## src/dino_scene_cfg.svh

```systemverilog
`ifndef DINO_SCENE_CFG_SVH
`define DINO_SCENE_CFG_SVH

// Raster geometry for 1280x480, in clock cycles and lines
`define H_ACTIVE 1280
`define H_FRONT 32
`define H_SYNC 192
`define H_BACK 96
`define H_TOTAL 1600
`define V_ACTIVE 480
`define V_FRONT 10
`define V_SYNC 2
`define V_BACK 33
`define V_TOTAL 525
`define HCOUNT_W 11
`define VCOUNT_W 10

// Scene rows
`define GROUND_ROW 280
`define STRIPE_ROW 300

// Sun disk, radius squared
`define SUN_X 1150
`define SUN_Y 80
`define SUN_R2 1200

// Ground rock patterns
`define ROCK_A_MOD 120
`define ROCK_A_VMOD 50
`define ROCK_A_VLEN 10
`define ROCK_B_MOD 200
`define ROCK_B_OFS 15
`define ROCK_B_VMOD 60
`define ROCK_B_VLEN 8

// Colors as {r, g, b}
`define DAY_SKY {8'd135, 8'd206, 8'd235}
`define NIGHT_SKY {8'd10, 8'd10, 8'd40}
`define DAY_SUN {8'd255, 8'd255, 8'd0}
`define NIGHT_SUN {8'd255, 8'd255, 8'd255}
`define LIGHT_GROUND {8'd139, 8'd69, 8'd19}
`define DARK_GROUND {8'd100, 8'd40, 8'd10}
`define ROCK {8'd110, 8'd50, 8'd10}

`define DAY_FRAMES_DEFAULT 3600

// Register map
`define REG_SCORE 10
`define REG_SCORE_X 11
`define REG_SCORE_Y 12

`endif
```

## src/dino_scene_pkg.sv

```systemverilog
`include "dino_scene_cfg.svh"

package dino_scene_pkg;

    // One 24-bit pixel color
    typedef struct packed {
        logic [7:0] r;
        logic [7:0] g;
        logic [7:0] b;
    } rgb_t;

    // Raster position with its sync and blank signals
    typedef struct packed {
        logic [`HCOUNT_W-1:0] hcount;
        logic [`VCOUNT_W-1:0] vcount;
        logic                 hs;
        logic                 vs;
        logic                 blank_n;
        logic                 vga_clk;
    } raster_t;

    // Time of day colors
    typedef struct packed {
        rgb_t sky;
        rgb_t sun;
    } palette_t;

endpackage

```

## src/dino_scene.sv

```systemverilog
`timescale 1ns/10ps
`include "dino_scene_cfg.svh"

module dino_scene import dino_scene_pkg::*; #(
    parameter int unsigned DAY_FRAMES = `DAY_FRAMES_DEFAULT
) (
    input  logic        clk,
    input  logic        reset,
    input  logic        chipselect,
    input  logic        write,
    input  logic [8:0]  address,
    input  logic [31:0] writedata,
    output logic [7:0]  vga_r,
    output logic [7:0]  vga_g,
    output logic [7:0]  vga_b,
    output logic        vga_hs,
    output logic        vga_vs,
    output logic        vga_blank_n,
    output logic        vga_clk
);

    raster_t  pix_raster;
    raster_t  stage_raster;
    raster_t  final_raster;
    palette_t palette;
    rgb_t     stage_color;
    rgb_t     final_color;

    vga_timing vga_timing_inst (
        .clk    (clk),
        .reset  (reset),
        .raster (pix_raster)
    );

    day_night #(
        .DAY_FRAMES (DAY_FRAMES)
    ) day_night_inst (
        .clk     (clk),
        .reset   (reset),
        .raster  (pix_raster),
        .palette (palette)
    );

    background_render background_render_inst (
        .clk        (clk),
        .reset      (reset),
        .raster_in  (pix_raster),
        .palette    (palette),
        .raster_out (stage_raster),
        .color      (stage_color)
    );

    score_overlay score_overlay_inst (
        .clk        (clk),
        .reset      (reset),
        .chipselect (chipselect),
        .write      (write),
        .address    (address),
        .writedata  (writedata),
        .raster_in  (stage_raster),
        .color_in   (stage_color),
        .raster_out (final_raster),
        .color_out  (final_color)
    );

    // Output pins
    assign vga_r       = final_color.r;
    assign vga_g       = final_color.g;
    assign vga_b       = final_color.b;
    assign vga_hs      = final_raster.hs;
    assign vga_vs      = final_raster.vs;
    assign vga_blank_n = final_raster.blank_n;
    assign vga_clk     = final_raster.vga_clk;

endmodule

```

## src/score_overlay.sv

```systemverilog
`timescale 1ns/10ps
`include "dino_scene_cfg.svh"

module score_overlay import dino_scene_pkg::*; (
    input  logic        clk,
    input  logic        reset,
    input  logic        chipselect,
    input  logic        write,
    input  logic [8:0]  address,
    input  logic [31:0] writedata,
    input  raster_t     raster_in,
    input  rgb_t        color_in,
    output raster_t     raster_out,
    output rgb_t        color_out
);

    logic [3:0]           score;
    logic [7:0]           score_x;
    logic [7:0]           score_y;
    logic                 in_box;
    logic [2:0]           glyph_row_idx;
    logic [2:0]           glyph_col;
    logic [7:0]           glyph_row;
    logic [63:0]          glyph;
    logic [`HCOUNT_W-1:0] box_dx;
    logic [`VCOUNT_W-1:0] box_dy;

    // 8x8 digit font, row 0 in the top byte; non-digits are blank
    function automatic logic [63:0] font(input logic [3:0] digit);
        case (digit)
            4'd0: font = 64'h3C666E7E76663C00;
            4'd1: font = 64'h1838181818187E00;
            4'd2: font = 64'h3C66061C30667E00;
            4'd3: font = 64'h3C66061C06663C00;
            4'd4: font = 64'h0C1C2C4C7E0C0C00;
            4'd5: font = 64'h7E607C0606663C00;
            4'd6: font = 64'h3C66607C66663C00;
            4'd7: font = 64'h7E060C1830303000;
            4'd8: font = 64'h3C66663C66663C00;
            4'd9: font = 64'h3C66663E06663C00;
            default: font = 64'h0;
        endcase
    endfunction

    // Bus writes, upper data bits dropped
    always_ff @(posedge clk or posedge reset) begin
        if (reset) begin
            score   <= 4'd0;
            score_x <= 8'd25;
            score_y <= 8'd41;
        end else if (chipselect && write) begin
            case (address)
                9'(`REG_SCORE):   score   <= writedata[3:0];
                9'(`REG_SCORE_X): score_x <= writedata[7:0];
                9'(`REG_SCORE_Y): score_y <= writedata[7:0];
                default: ;
            endcase
        end
    end

    // Offset inside the score box
    assign box_dx = raster_in.hcount - {3'b000, score_x};
    assign box_dy = raster_in.vcount - {2'b00, score_y};
    assign in_box = (raster_in.hcount >= {3'b000, score_x}) && (box_dx < `HCOUNT_W'(8)) &&
                    (raster_in.vcount >= {2'b00, score_y}) && (box_dy < `VCOUNT_W'(8));

    assign glyph_row_idx = box_dy[2:0];
    assign glyph_col     = box_dx[2:0];
    assign glyph         = font(score);
    assign glyph_row     = glyph[63 - 8 * glyph_row_idx -: 8];

    always_ff @(posedge clk or posedge reset) begin
        if (reset) begin
            raster_out.hcount  <= '0;
            raster_out.vcount  <= '0;
            raster_out.hs      <= 1'b1;
            raster_out.vs      <= 1'b1;
            raster_out.blank_n <= 1'b0;
            raster_out.vga_clk <= 1'b0;
            color_out          <= '0;
        end else begin
            raster_out <= raster_in;
            // Leftmost box pixel is bit 7
            if (in_box && glyph_row[3'd7 - glyph_col]) begin
                color_out <= '0;
            end else begin
                color_out <= color_in;
            end
        end
    end

endmodule

```

## src/background_render.sv

```systemverilog
`timescale 1ns/10ps
`include "dino_scene_cfg.svh"

module background_render import dino_scene_pkg::*; (
    input  logic     clk,
    input  logic     reset,
    input  raster_t  raster_in,
    input  palette_t palette,
    output raster_t  raster_out,
    output rgb_t     color
);

    logic [`HCOUNT_W-1:0] hcount;
    logic [`VCOUNT_W-1:0] vcount;
    logic signed [11:0]   dx;
    logic signed [11:0]   dy;
    logic signed [24:0]   dist2;
    logic                 sun_hit;
    logic                 rock_rows;
    logic                 rock_hit;
    rgb_t                 scene;

    assign hcount = raster_in.hcount;
    assign vcount = raster_in.vcount;

    // Squared distance to the sun center
    assign dx      = $signed({1'b0, hcount}) - 12'sd`SUN_X;
    assign dy      = $signed({2'b00, vcount}) - 12'sd`SUN_Y;
    assign dist2   = dx * dx + dy * dy;
    assign sun_hit = (dist2 < 25'sd`SUN_R2);

    // Rocks only below the ground line
    assign rock_rows = (vcount > `VCOUNT_W'(`GROUND_ROW)) &&
                       (vcount < `VCOUNT_W'(`V_ACTIVE));
    assign rock_hit = rock_rows &&
        (((hcount % `ROCK_A_MOD) == 0 && (vcount % `ROCK_A_VMOD) < `ROCK_A_VLEN) ||
         ((hcount % `ROCK_B_MOD) == `ROCK_B_OFS &&
          (vcount % `ROCK_B_VMOD) < `ROCK_B_VLEN));

    // Layers in rising priority, black in blanking
    always_comb begin
        scene = '0;
        if (raster_in.blank_n) begin
            if (vcount < `VCOUNT_W'(`GROUND_ROW)) begin
                scene = palette.sky;
            end else if (vcount == `VCOUNT_W'(`GROUND_ROW)) begin
                scene = '0;
            end else if (vcount <= `VCOUNT_W'(`STRIPE_ROW)) begin
                scene = `LIGHT_GROUND;
            end else begin
                scene = `DARK_GROUND;
            end
            if (rock_hit) begin
                scene = `ROCK;
            end
            if (sun_hit) begin
                scene = palette.sun;
            end
        end
    end

    always_ff @(posedge clk or posedge reset) begin
        if (reset) begin
            raster_out.hcount  <= '0;
            raster_out.vcount  <= '0;
            raster_out.hs      <= 1'b1;
            raster_out.vs      <= 1'b1;
            raster_out.blank_n <= 1'b0;
            raster_out.vga_clk <= 1'b0;
            color              <= '0;
        end else begin
            raster_out <= raster_in;
            color      <= scene;
        end
    end

endmodule

```

## src/day_night.sv

```systemverilog
`timescale 1ns/10ps
`include "dino_scene_cfg.svh"

module day_night import dino_scene_pkg::*; #(
    parameter int unsigned DAY_FRAMES = `DAY_FRAMES_DEFAULT
) (
    input  logic     clk,
    input  logic     reset,
    input  raster_t  raster,
    output palette_t palette
);

    localparam int FRAME_W = $clog2(DAY_FRAMES + 1);

    logic [FRAME_W-1:0] frame_count;
    logic               night;
    logic               last_pixel;

    // Last position of the frame, always inside blanking
    assign last_pixel = (raster.hcount == `HCOUNT_W'(`H_TOTAL - 1)) &&
                        (raster.vcount == `VCOUNT_W'(`V_TOTAL - 1));

    always_ff @(posedge clk or posedge reset) begin
        if (reset) begin
            frame_count <= '0;
            night       <= 1'b0;
        end else if (last_pixel) begin
            if (frame_count == FRAME_W'(DAY_FRAMES - 1)) begin
                frame_count <= '0;
                night       <= ~night;
            end else begin
                frame_count <= frame_count + 1'b1;
            end
        end
    end

    always_comb begin
        if (night) begin
            palette.sky = `NIGHT_SKY;
            palette.sun = `NIGHT_SUN;
        end else begin
            palette.sky = `DAY_SKY;
            palette.sun = `DAY_SUN;
        end
    end

endmodule

```

## src/vga_timing.sv

```systemverilog
`timescale 1ns/10ps
`include "dino_scene_cfg.svh"

module vga_timing import dino_scene_pkg::*; (
    input  logic    clk,
    input  logic    reset,
    output raster_t raster
);

    logic [`HCOUNT_W-1:0] hcount;
    logic [`VCOUNT_W-1:0] vcount;
    logic                 line_end;
    logic                 frame_end;

    assign line_end  = (hcount == `HCOUNT_W'(`H_TOTAL - 1));
    assign frame_end = (vcount == `VCOUNT_W'(`V_TOTAL - 1));

    // Pixel counter within the line
    always_ff @(posedge clk or posedge reset) begin
        if (reset) begin
            hcount <= '0;
        end else if (line_end) begin
            hcount <= '0;
        end else begin
            hcount <= hcount + 1'b1;
        end
    end

    // Line counter, steps once per line
    always_ff @(posedge clk or posedge reset) begin
        if (reset) begin
            vcount <= '0;
        end else if (line_end) begin
            if (frame_end) begin
                vcount <= '0;
            end else begin
                vcount <= vcount + 1'b1;
            end
        end
    end

    always_comb begin
        raster.hcount = hcount;
        raster.vcount = vcount;
        // Syncs are active low
        raster.hs = !((hcount >= `HCOUNT_W'(`H_ACTIVE + `H_FRONT)) &&
                      (hcount < `HCOUNT_W'(`H_ACTIVE + `H_FRONT + `H_SYNC)));
        raster.vs = !((vcount >= `VCOUNT_W'(`V_ACTIVE + `V_FRONT)) &&
                      (vcount < `VCOUNT_W'(`V_ACTIVE + `V_FRONT + `V_SYNC)));
        raster.blank_n = (hcount < `HCOUNT_W'(`H_ACTIVE)) &&
                         (vcount < `VCOUNT_W'(`V_ACTIVE));
        // Pixel clock at half the system clock
        raster.vga_clk = hcount[0];
    end

endmodule

```

## config.mk

```make
export PLATFORM = sky130hd
export DESIGN_NAME = dino_scene
export DESIGN_NICKNAME = d
export VERILOG_FILES = /design/src/dino_scene_pkg.sv /design/src/dino_scene.sv /design/src/score_overlay.sv /design/src/background_render.sv /design/src/day_night.sv /design/src/vga_timing.sv
export VERILOG_INCLUDE_DIRS = /design/src /design/src/src
export SDC_FILE = /design/constraint.sdc
export NUM_CORES = 1
export LEC_CHECK = 0
export BUFFER_PORTS_ARGS = -buffer_cell sky130_fd_sc_hd__buf_2
export CAP_MARGIN = 10
export CORE_MARGIN = 2
export CORE_UTILIZATION = 30
export CTS_BUF_LIST = sky130_fd_sc_hd__clkbuf_4 sky130_fd_sc_hd__clkbuf_8 sky130_fd_sc_hd__clkbuf_16
export DETAILED_ROUTE_END_ITERATION = 6
export PLACE_DENSITY = 0.44
export RECOVER_POWER = 50
export SYNTH_ARGS = -nofsm -noshare
export SYNTH_HDL_FRONTEND = slang
export SYNTH_SLANG_ARGS = --single-unit
```

## constraint.sdc

```tcl
create_clock -name clk -period 9.8 [get_ports clk]
set_input_delay 1.96 -clock clk [delete_from_list [all_inputs] [get_ports clk]]
set_output_delay 1.96 -clock clk [all_outputs]
set_load 0.02 [all_outputs]
```

## Yosys cells after proc, flatten, opt, wreduce, memory -nomap -nowiden

Memory sizes are Yosys's and may differ from the RTL's.
Cells that the tools add are included.

| word-level totals | value |
|---|---|
| flip-flop bits (word level) | 131 |
| latch bits | 0 |
| bits in writable memories | 0 |
| memory bits (read-only) | 672 |
| input bits | 45 |
| output and inout port bits | 28 |
| word-level logic and storage cells | 101 |
| memories | 1 |

Memories:

| name | words | bits a word | read ports | clocked after Yosys merged registers in | write ports | line | RTL |
|---|---|---|---|---|---|---|---|
| (no name shown) | 16 | 42 | 1 | 0 | 0 | score_overlay.sv:30 | `case (digit)` |

| operators by class | value |
|---|---|
| $add $sub $neg | 10 |
| $mul | 2 |
| divide/modulo/power cells | 4 |
| magnitude comparators | 17 |
| equality and inequality tests | 8 |
| shift-type cells | 1 |
| muxes and demuxes | 13 |
| bitwise logic cells | 1 |
| reduce and logical (&&, ||, !) cells | 21 |

Operators by type and width:

| operator | number |
|---|---|
| 24-bit 2-to-1 mux | 7 |
| 71-bit by 33-bit variable part select with 8-bit output | 1 |
| 32-bit by 4-bit less-than comparator with 1-bit output, second input constant | 2 |
| 10-bit by 6-bit modulo with 32-bit output, second input constant | 2 |
| 48-bit 2-to-1 mux | 1 |
| 32-bit by 4-bit equality test with 1-bit output, second input constant | 1 |
| 32-bit zero test | 1 |
| 11-bit by 7-bit modulo with 32-bit output, second input constant | 1 |
| 11-bit by 8-bit modulo with 32-bit output, second input constant | 1 |
| 10-bit by 9-bit less-than comparator with 1-bit output, second input constant | 3 |
| 9-bit by 4-bit equality test with 1-bit output, second input constant | 3 |
| 25-bit adder | 1 |
| 25-bit by 12-bit less-than comparator with 1-bit output, second input constant | 1 |
| 12-bit by 12-bit multiplier with 24-bit output | 1 |
| 11-bit less-than comparator, second input constant | 2 |
| 11-bit by 11-bit multiplier with 22-bit output | 1 |
| 1-bit logical AND | 13 |
| 12-bit by 1-bit adder with 12-bit output, second input constant | 1 |
| 12-bit equality test, second input constant | 1 |
| 12-bit 2-to-1 mux | 1 |
| 11-bit by 11-bit subtractor with 12-bit output, second input constant | 1 |
| 11-bit by 1-bit adder with 11-bit output, second input constant | 1 |
| 11-bit equality test, second input constant | 1 |
| 11-bit >= comparator, second input constant | 1 |
| 24 further kinds | 28 |

## Depth between registers and ports, before layout

Gate-level depths: netlist of the first run.

| logic depth | value |
|---|---|
| depth after elaboration | 8 |
| gate-level depth with buffers | 43 |

## Hierarchy

From an unflattened synthesis of the first run, not the netlist that was laid out.

| second synthesis, totals | value |
|---|---|
| cell total of the unflattened synthesis | 2498 |
| area total of the unflattened synthesis | 22097.4 um^2 |

By module, submodules not included:

| module | instances | cells an instance | area each (um^2) | sequential area each (um^2) |
|---|---|---|---|---|
| background_render | 1 | 1856 | 15771.4 | 1228.7 |
| score_overlay | 1 | 394 | 4001.3 | 1736.7 |
| vga_timing | 1 | 120 | 1208.7 | 525.5 |
| day_night | 1 | 128 | 1116.1 | 325.3 |

## Worst setup path after synthesis of the first run

No wires, ideal clock.

| timing path | value |
|---|---|
| kind | register to register |
| start | reg vga_timing_inst.hcount[4] |
| end | reg background_render_inst.color[0] in the netlist's numbering |
| arrival | 9.097 ns |
| required time | 9.704 ns |
| setup slack | 0.607 ns |
| stages on the path, launching flop included | 40 |
| path buffers | 5 |
| period minus slack after synthesis | 9.193 ns |
| cells stage by stage | dfrtp_1 > buf_6 > clkbuf_1 > clkbuf_1 > clkbuf_1 > nand3_1 > xnor2_1 > clkinv_1 > nor2_1 > inv_1 > fa_1 > inv_1 > ha_1 > inv_1 > fa_1 > fa_1 > fa_1 > inv_1 > [4 not listed] > o21bai_1 > a21oi_1 > xnor2_1 > ha_1 > or4_1 > a211oi_1 > nor3_1 > a211o_1 > a41o_1 > a31o_2 > a21o_1 > a2111oi_0 > a31o_2 > a21oi_1 > o211ai_1 > clkbuf_1 > mux2_2 > o31ai_1 |

RTL lines:

| element | line | RTL |
|---|---|---|
| start: declaration | vga_timing.sv:10 | `` logic [`HCOUNT_W-1:0] hcount; `` |
| start signal: assignment | vga_timing.sv:25 | `hcount <= hcount + 1'b1;` |
| end signal: assignment | background_render.sv:73 | `color <= scene;` |
| end: declaration | background_render.sv:10 | `output rgb_t color` |

==> flow_summary.toml, run 1 <==
[routing]
drc = 0
avgViaCountPerCell = 5.18
drt_iter0_drc = 971
antenna_left = 0
wl_mm = 54.0
drtPass1Iterations = 7
num_vias = 16800
wire_per_inst_um = 16.7

[clocking]
tritoncts = "built"
cts-resized-gates = 0
cts-htree-levels = 4
cts.sinks = 118
cts_hold_buf = 0
postCtsSetupBuffers = 0
clockBufferDepth = 2
clk_pin_slew_worst_paths_ns = 0.06
cts_buffers = 17
clkLatencyLatePin_ns = 0.43
cts_root_buf = "clkbuf_16"

[timing]
skew_ns = 0.0189
min_period_over_period_pct = 94.3
worstMarginPinSlew_ns = 2.35
rsz0062_at_grt = "false"
setup_slack_ns = 0.560
clock.fmax_mhz = 108
slew_violations = 51
setup_tns_ns = 0
slew_headroom_pct = -57.2
setup_viol = 0
hold_violations = 0
timing.final.crit_period_ns = 9.24

[place]
gp_congestion = 0.852
post-place-ws_ns = 0.305
port-buffer-count = 48
dp_hpwl_mm = 43.6

[layout]
nets = 2803
area_delta_synth_final_pct = 9.05
mostFrequentLayoutCell = "inv_1"
n_antenna_cell = 0
drive_above_1_share_pct = 9.06
fill_cells = 7010
mostFrequentLayoutCells = "inv_1, fa_1, nor2_1"

[die]
row_count = 94
fp.dieArea_um2 = 69200
die_h_um = 263
io_pins = 73
start_util_pct = 30.5
die_x_um = 263
core_area_um2 = 66100

[pwr]
irDropWorstVdd_v = 0.0000798
p_leak_nw = 9.91
p_per_area_nw_per_um2 = 50.1

[critical_path]
cp.required_ns = 10.12
crit_arrival_ns = 9.56
cpPeakStageDelay_ns = 0.57
cp-end-kind = "register"
critPathSlowestCell = "or4_1"
worstSetupPathType = "register to register"
start_kind = "register"
crit_fanout = 13

[hold_path]
min_path_type = "register to register"

[grt]
grt_pass1_wl_mm = 89.9
grt.busiest_layer = "met2"
use_met2_pct = 26.8
grt_pass1_vias = 17200
use_met3_pct = 1.64
overflow = 0
antenna_found_initial = 1
grt_use_total_pct = 15.8
grt_max_degree = 70
grt.met1_usage_pct = 21.6

[synthesis]
synth_area_leaders = "fa_1, dfrtp_1, ha_1"
synth_top_area_cell = "fa_1"
ys_seq_area_share_pct = 14.7
synth-seq-cells = 118
netlist_instances = 2326
synthDistinctLibCells = 120
synth_nets = 2767
async_flop_share_pct = 100
synth_edf_count = 0
avgSynthCellArea_um2 = 8.66
synth_warnings = 0
synth_flop_cell = "dfrtp_1"
syn_area_um2 = 20100
synth_top_area_share_pct = 22.6

[status]
violations = "capacitance limit, slew limit"
status = "finished with violations"

[run]
cap_violations = 1
[sequential cells by signal, indices dropped and copies added, names as in the netlist]
| name | cells |
|---|---|
| background_render_inst.raster_out | 24 |
| score_overlay_inst.score_y | 8 |
| score_overlay_inst.raster_out | 4 |
| score_overlay_inst.score | 4 |
| vga_timing_inst.hcount | 11 |
| score_overlay_inst.color_out | 18 |
| vga_timing_inst.vcount | 10 |
| score_overlay_inst.score_x | 8 |
| day_night_inst.frame_count | 12 |
| day_night_inst.night | 1 |
| background_render_inst.color | 18 |
[cell usage after synthesis (11+ instances only)]
library cell	number
a211oi_1	21
a21o_1	35
a21oi_1	108
a31o_2	11
a31oi_1	25
and2_1	16
and3_1	16
buf_2	13
clkbuf_1	54
clkinv_1	14
dfrtp_1	108
fa_1	227
ha_1	169
inv_1	308
mux2_2	19
mux2i_1	20
nand2_1	183
nand2b_1	17
nand3_1	55
nand4_1	19
nor2_1	205
nor2b_1	33
nor3_1	40
nor4_1	24
o211ai_1	22
o21a_1	19
o21ai_0	94
o21ai_1	17
o21bai_1	22
o22ai_1	12
o31ai_1	18
or2_2	15
or3_1	18
xnor2_1	100
xor2_1	29
[per-layer routing]
metal	share of wire [%]	vias to the layer above	routed length (um)
li1	-	8060	-
met1	46	8360	25000
met2	48	302	26100
met3	3.4	38	1850
met4	1.9	0	1040
met5	0	-	0
[report_power, final]
| group | internal, mW | switching [mW] |
|---|---|---|
| registers | 0.490 | 0.00202 |
| logic | 0.0141 | 0.0256 |
| clock network | 0.326 | 0.242 |
| total | 0.830 | 0.270 |
[stage by stage]
stage / power [mW] / hold WS [ns] / utilization [%] / area, um^2 / std cells
2_1_floorplan: 0.526 / 0.331 / - / 20100 / 2326
3_3_place_gp: 0.540 / 0.336 / 32.5 / 21500 / 3207
3_5_place_dp: 0.541 / 0.339 / 32.5 / 21500 / 3207
4_1_cts: 1.12 / 0.348 / 33.3 / 22000 / 3238
5_1_grt: 1.15 / 0.353 / 33.2 / 22000 / 3238
6_report: 1.10 / 0.345 / 33.2 / 22000 / 3238
[kinds of logic (layout without fill, tap and decap cells)]
family,count (synthesis),in the layout,synth area share (%)
compound gates,537,537,19.2
xor+xnor,130,130,5.69
fa+ha+maj,398,398,33.2
buf+inv,409,457,8.00
flops,118,118,14.7
mux,41,41,2.22
simple gates,693,693,17.0
[critical path: cells and delay by family, from the launching register on]
family,cells,cell delay (ns)
AOI/OAI and AO/OA,11,2.32
xor gates and xnor gates,1,0.10
adders and majority gates,8,3.13
buffers and inverters,6,1.08
DFF,1,0.34
muxes,1,0.38
and+or+nand+nor,6,1.76
[layout make-up]
class	instances	area, um^2	share of cell area (%)
clock buffers	18	433	1.97
clock inverters	13	101	0.462
inverters	323	1220	5.56
multi-input cells	1799	15600	71.0
flip-flops and latches	118	2970	13.5
well taps	864	1080	4.92
repair buffers	103	572	2.60
[final timing paths]
path	start	cells past startpoint	endpoint	slack [ns]
worst max-delay path	vga_timing_inst.hcount[2]	33	background_render_inst.color[0]	0.56
min in group asynchronous	reset	2	score_overlay_inst.score_y[7]	2.18
worst min-delay path	background_render_inst.raster_out[3]	0	score_overlay_inst.raster_out[3]	0.35
worst min register to register	background_render_inst.raster_out[3]	0	score_overlay_inst.raster_out[3]	0.35
worst max register to register	vga_timing_inst.hcount[2]	33	background_render_inst.color[0]	0.56
max in group asynchronous	reset	3	vga_timing_inst.vcount[5]	5.85
(Power assumes the default switching activity.)
==> run 2: changes to the inputs <==
Settings changed: PLACE_DENSITY 0.44 to 0.52.
==> run 2 against run 1 <==
Largest cell class unchanged. Critical endpoint unchanged. Worst hold slack improved by 0.011 ns. Sequential power about the same. Maximum frequency down 0.36%. Core utilization about the same. The run still ends with capacitance limit, slew limit left. Non-clock buffer count shrank 9. Wire length fell by 2.1%. Register-to-register slack worse by 0.03 ns. Combinational power up 1%.
==> flow_summary.toml, run 2 (synthesis gave the netlist of run 1 again) <==
[status]
status = "finished with violations"
violations = "capacitance limit, slew limit"

[die]
io_pins = 73
row_count = 94
die_h_um = 263
fp.dieArea_um2 = 69200
core_area_um2 = 66100
die_x_um = 263
start_util_pct = 30.5

[layout]
multiInputGateArea_um2 = 15600
top_register = "background_render_inst.raster_out"
reg.largest.list = "background_render_inst.raster_out x24, background_render_inst.color x18, score_overlay_inst.color_out x18"
mostFrequentLayoutCells = "inv_1, fa_1, nor2_1"
seq_area_um2 = 2970
nets = 2794
fill_cells = 6961
mostFrequentLayoutCell = "inv_1"
drive_above_1_share_pct = 9.00
area_delta_synth_final_pct = 9.20
n_antenna_cell = 0
largest_reg_flops = 24

[grt]
grt_pass1_wl_mm = 88.8
overflow = 0
antenna_found_initial = 1
grt_use_total_pct = 15.4
grt_pass1_vias = 17600
grt_max_degree = 69

[pwr]
swShare_pct = 24.9
p_int_uw = 888
p_per_area_nw_per_um2 = 53.8
seqPwrFrac_pct = 41.6
p_leak_nw = 9.94
p_comb_share_pct = 3.4
p_clk_share_pct = 55.0
p_switching_uw = 294
irDropWorstVdd_v = 0.000109

[clocking]
tritoncts = "built"
clkLatencyLatePin_ns = 0.45
cts.sinks = 118
cts_root_buf = "clkbuf_16"
cts_hold_buf = 0
cts_buffers = 17
postCtsSetupBuffers = 0
cts-htree-levels = 4
clk_pin_slew_worst_paths_ns = 0.07
clockBufferDepth = 2
cts-resized-gates = 0

[hold_path]
min_path_cells = 0
hold_start = "background_render_inst.raster_out[1]"
min_path_type = "register to register"
whs_endpoint = "score_overlay_inst.raster_out[1]"

[routing]
wl_mm = 52.8
drtPass1Iterations = 6
num_vias = 17000
drc = 0
wire_per_inst_um = 16.4
avgViaCountPerCell = 5.25
antenna_left = 0
drt_iter0_drc = 1330
met1_length_mm = 23.6
met2_length_mm = 25.5
wl_met3_mm = 2.63
top_layer = "met4"

[critical_path]
cp-startpoint = "vga_timing_inst.hcount[5]"
worstSetupPathType = "register to register"
reg2reg_depth = 36
crit_arrival_ns = 9.62
cp.required_ns = 10.14
critPathSlowestCell = "fa_1"
cp_num_buf_inv = 6
critPathTopFamily = "compound AO/OA/AOI/OAI gates"
regToRegStartpoint = "vga_timing_inst.hcount[5]"
cp-end-kind = "register"
crit_fanout = 11
cpPeakStageDelay_ns = 0.57
r2r-end = "background_render_inst.color[0]"
start_kind = "register"
reg2reg_slack_ns = 0.53

[timing]
hold_slack_ns = 0.356
skew_ns = 0.0148
rsz0062_at_grt = "false"
setup_tns_ns = 0
slew_violations = 121
setup_viol = 0
timing.final.crit_period_ns = 9.27
worstMarginPinSlew_ns = 3.58
min_period_over_period_pct = 94.6
hold_violations = 0
clock.fmax_mhz = 108
slew_headroom_pct = -139

[place]
port-buffer-count = 48
dp_hpwl_mm = 42.1
gp_congestion = 0.883

[run]
cap_violations = 2
## run 2: how the worst max path moves through the flow
stage	to	slack, ns	cells after the start
after floorplan	background_render_inst.color[0]	0.61	39
after global placement	background_render_inst.color[0]	0.13	34
after detailed placement	background_render_inst.color[0]	0.1	35
after CTS	background_render_inst.color[0]	0.07	35
after global routing	background_render_inst.color[0]	0.008	36
final	background_render_inst.color[0]	0.53	36
## run 2: power by group through the flow
stage | Sequential (mW) | Clock [mW] | Combinational [mW]
global route | 0.492 | 0.689 | 0.0456
floorplan | 0.499 | 0 | 0.0272
CTS | 0.491 | 0.664 | 0.0414
finish | 0.492 | 0.650 | 0.0402
detailed placement | 0.500 | 0 | 0.0411
global placement | 0.500 | 0 | 0.0402
## run 2: per-layer routing
layer  vias to the layer above  global-route usage, %
li1                       8031                      -
met5                         -                      0
met4                         0                   4.22
met2                       464                   26.5
met1                      8398                   20.6
met3                        72                   1.66
## run 2: final cells by class
type | count | share of cell area (%)
Tap cell | 864 | 4.92
Clock inverter | 14 | 0.751
Inverter | 323 | 5.54
Timing Repair Buffer | 94 | 2.33
Clock buffer | 18 | 1.97
Sequential cell | 118 | 13.5
Multi-Input combinational cell | 1799 | 71.0
## run 2: per-stage QoR
| step | utilization, % | area [um^2] | worst slack (ns) | total power [mW] | cells |
|---|---|---|---|---|---|
| 2_1_floorplan | - | 20100 | 0.607 | 0.526 | 2326 |
| 3_3_place_gp | 32.4 | 21400 | 0.125 | 0.540 | 3197 |
| 3_5_place_dp | 32.4 | 21400 | 0.0973 | 0.541 | 3197 |
| 4_1_cts | 33.3 | 22000 | 0.0706 | 1.20 | 3229 |
| 5_1_grt | 33.3 | 22000 | 0.00789 | 1.23 | 3230 |
| 6_report | 33.3 | 22000 | 0.526 | 1.18 | 3230 |
==> run 3: changes to the inputs <==
Settings changed: SYNTH_HIERARCHICAL from default to 1.
==> run 3 against run 2 <==
The flow still finishes with violations (capacitance limit, slew limit). Area after synthesis rose by 7.1%. Worst setup slack improved by 0.19 ns. Synthesized cell count rose by 6.5%. Final area rose by 6.1%. First-iteration DRC count rose by 14%.
==> flow_summary.toml, run 3 <==
[routing]
wire_per_inst_um = 16.1
drc = 0
antenna_left = 0
avgViaCountPerCell = 5.20
drt_iter0_drc = 1517
drtPass1Iterations = 5
wl_mm = 55.6
num_vias = 17900

[pwr]
irDropWorstVdd_v = 0.000110
p_leak_nw = 10.5
p_per_area_nw_per_um2 = 53.7

[die]
io_pins = 73
core_area_um2 = 71400
fp.dieArea_um2 = 74100
die_x_um = 272
row_count = 98
start_util_pct = 30.2
die_h_um = 272

[clocking]
tritoncts = "built"
clockBufferDepth = 2
clk_pin_slew_worst_paths_ns = 0.07
cts_root_buf = "clkbuf_16"
cts_hold_buf = 0
clkLatencyLatePin_ns = 0.44
cts-htree-levels = 4
cts.sinks = 131
cts_buffers = 17

[grt]
grt_use_total_pct = 15.3
grt_pass1_vias = 18300
grt_max_degree = 50
antenna_found_initial = 0
overflow = 0
grt_pass1_wl_mm = 93.9

[place]
post-place-ws_ns = 0.147
dp_hpwl_mm = 43.7
gp_congestion = 0.840
port-buffer-count = 48

[layout]
top_register = "background_render_inst/raster_out"
n_antenna_cell = 0
area_delta_synth_final_pct = 8.13
mostFrequentLayoutCell = "inv_1"
reg.largest.list = "background_render_inst/raster_out x25, background_render_inst/color x24, score_overlay_inst/color_out x24"
mostFrequentLayoutCells = "inv_1, fa_1, nand2_1"
largest_reg_flops = 25
drive_above_1_share_pct = 10.1
nets = 2922
fill_cells = 7524

[timing]
setup_slack_ns = 0.718
rsz0062_at_grt = "false"
setup_viol = 0
hold_violations = 0
skew_ns = 0.0127
slew_violations = 60
min_period_over_period_pct = 92.7
worstMarginPinSlew_ns = 1.55
clock.fmax_mhz = 110
timing.final.crit_period_ns = 9.08
slew_headroom_pct = -3.16
setup_tns_ns = 0

[status]
violations = "capacitance limit, slew limit"
status = "finished with violations"

[critical_path]
cp-startpoint = "vga_timing_inst/vcount[4]"
start_kind = "register"
cpPeakStageDelay_ns = 0.56
reg2reg_depth = 35
critPathSlowestCell = "fa_1"
regToRegStartpoint = "vga_timing_inst/vcount[4]"
critPathTopFamily = "adder cells"
cp.required_ns = 10.16
endpoint = "background_render_inst/color[10]"
worstSetupPathType = "register to register"
crit_arrival_ns = 9.45
crit_fanout = 41
r2r-end = "background_render_inst/color[10]"
cpMostUsedCell = "fa_1"
cp-end-kind = "register"
cp_num_buf_inv = 6
cp.depth = 35
reg2reg_slack_ns = 0.72

[synthesis]
syn_area_um2 = 21600
netlist_instances = 2477
synth_warnings = 6
avgSynthCellArea_um2 = 8.71

[hold_path]
min_path_type = "register to register"

[run]
cap_violations = 2
run 3: routing by layer:
metal / routed length [um] / global-route usage [%] / up-vias
met5: 0 / 0 / -
li1: - / - / 8511
met3: 2190 / 1.32 / 54
met4: 967 / 3.86 / 0
met2: 27600 / 26.5 / 430
met1: 24800 / 20.6 / 8926
run 3: worst min-delay path by stage:
stage,slack (ns),cells past startpoint,from,endpoint
3_3_place_gp,0.35,0,background_render_inst/raster_out[2],score_overlay_inst/raster_out[2]
5_1_grt,0.36,0,background_render_inst/raster_out[2],score_overlay_inst/raster_out[2]
6_report,0.35,0,background_render_inst/raster_out[1],score_overlay_inst/raster_out[1]
2_1_floorplan,0.33,0,background_render_inst/raster_out[0],score_overlay_inst/raster_out[0]
4_1_cts,0.35,0,background_render_inst/raster_out[1],score_overlay_inst/raster_out[1]
3_5_place_dp,0.34,0,background_render_inst/raster_out[1],score_overlay_inst/raster_out[1]
run 3: final cells by class:
| cell class | count | area [um^2] | area share [%] |
|---|---|---|---|
| clock buffers | 20 | 448 | 1.92 |
| clock inverters | 12 | 133 | 0.569 |
| inverters | 325 | 1230 | 5.28 |
| multi-input cells | 1907 | 16400 | 70.5 |
| flip-flops and latches | 131 | 3290 | 14.1 |
| well taps | 950 | 1190 | 5.10 |
| repair buffers | 101 | 597 | 2.56 |
run 3: power breakdown:
part,leakage [nW],internal (mW),switching [mW]
combinational,8.73,0.0213,0.0397
sequential,1.52,0.549,0.00377
clock,0.281,0.383,0.255
run 3: repair_timing:
action / in CTS / in global routing
resized for setup: 0 / 24
setup buffers: 0 / 1
endpoints found under the setup margin: 0 / 24
run 3: worst reg2reg max path: cells and delay by family, from the launching register on:
kind | cells | cell delay, ns
adder cells (fa/ha/maj) | 7 | 3.23
XOR/XNOR | 2 | 0.34
buffers and inverters | 6 | 0.95
AND/OR/NAND/NOR | 5 | 1.22
AO/OA/AOI/OAI | 15 | 2.86
flip-flops | 1 | 0.39
run 3: stage by stage:
step	util, %	hold slack (ns)	power [mW]	cells	instance area (um^2)
2_1_floorplan	-	0.331	0.611	2504	21700
3_5_place_dp	31.8	0.336	0.624	3411	22700
5_1_grt	32.7	0.362	1.30	3446	23300
4_1_cts	32.6	0.350	1.27	3443	23300
3_3_place_gp	31.8	0.348	0.623	3411	22700
6_report	32.7	0.349	1.25	3446	23300
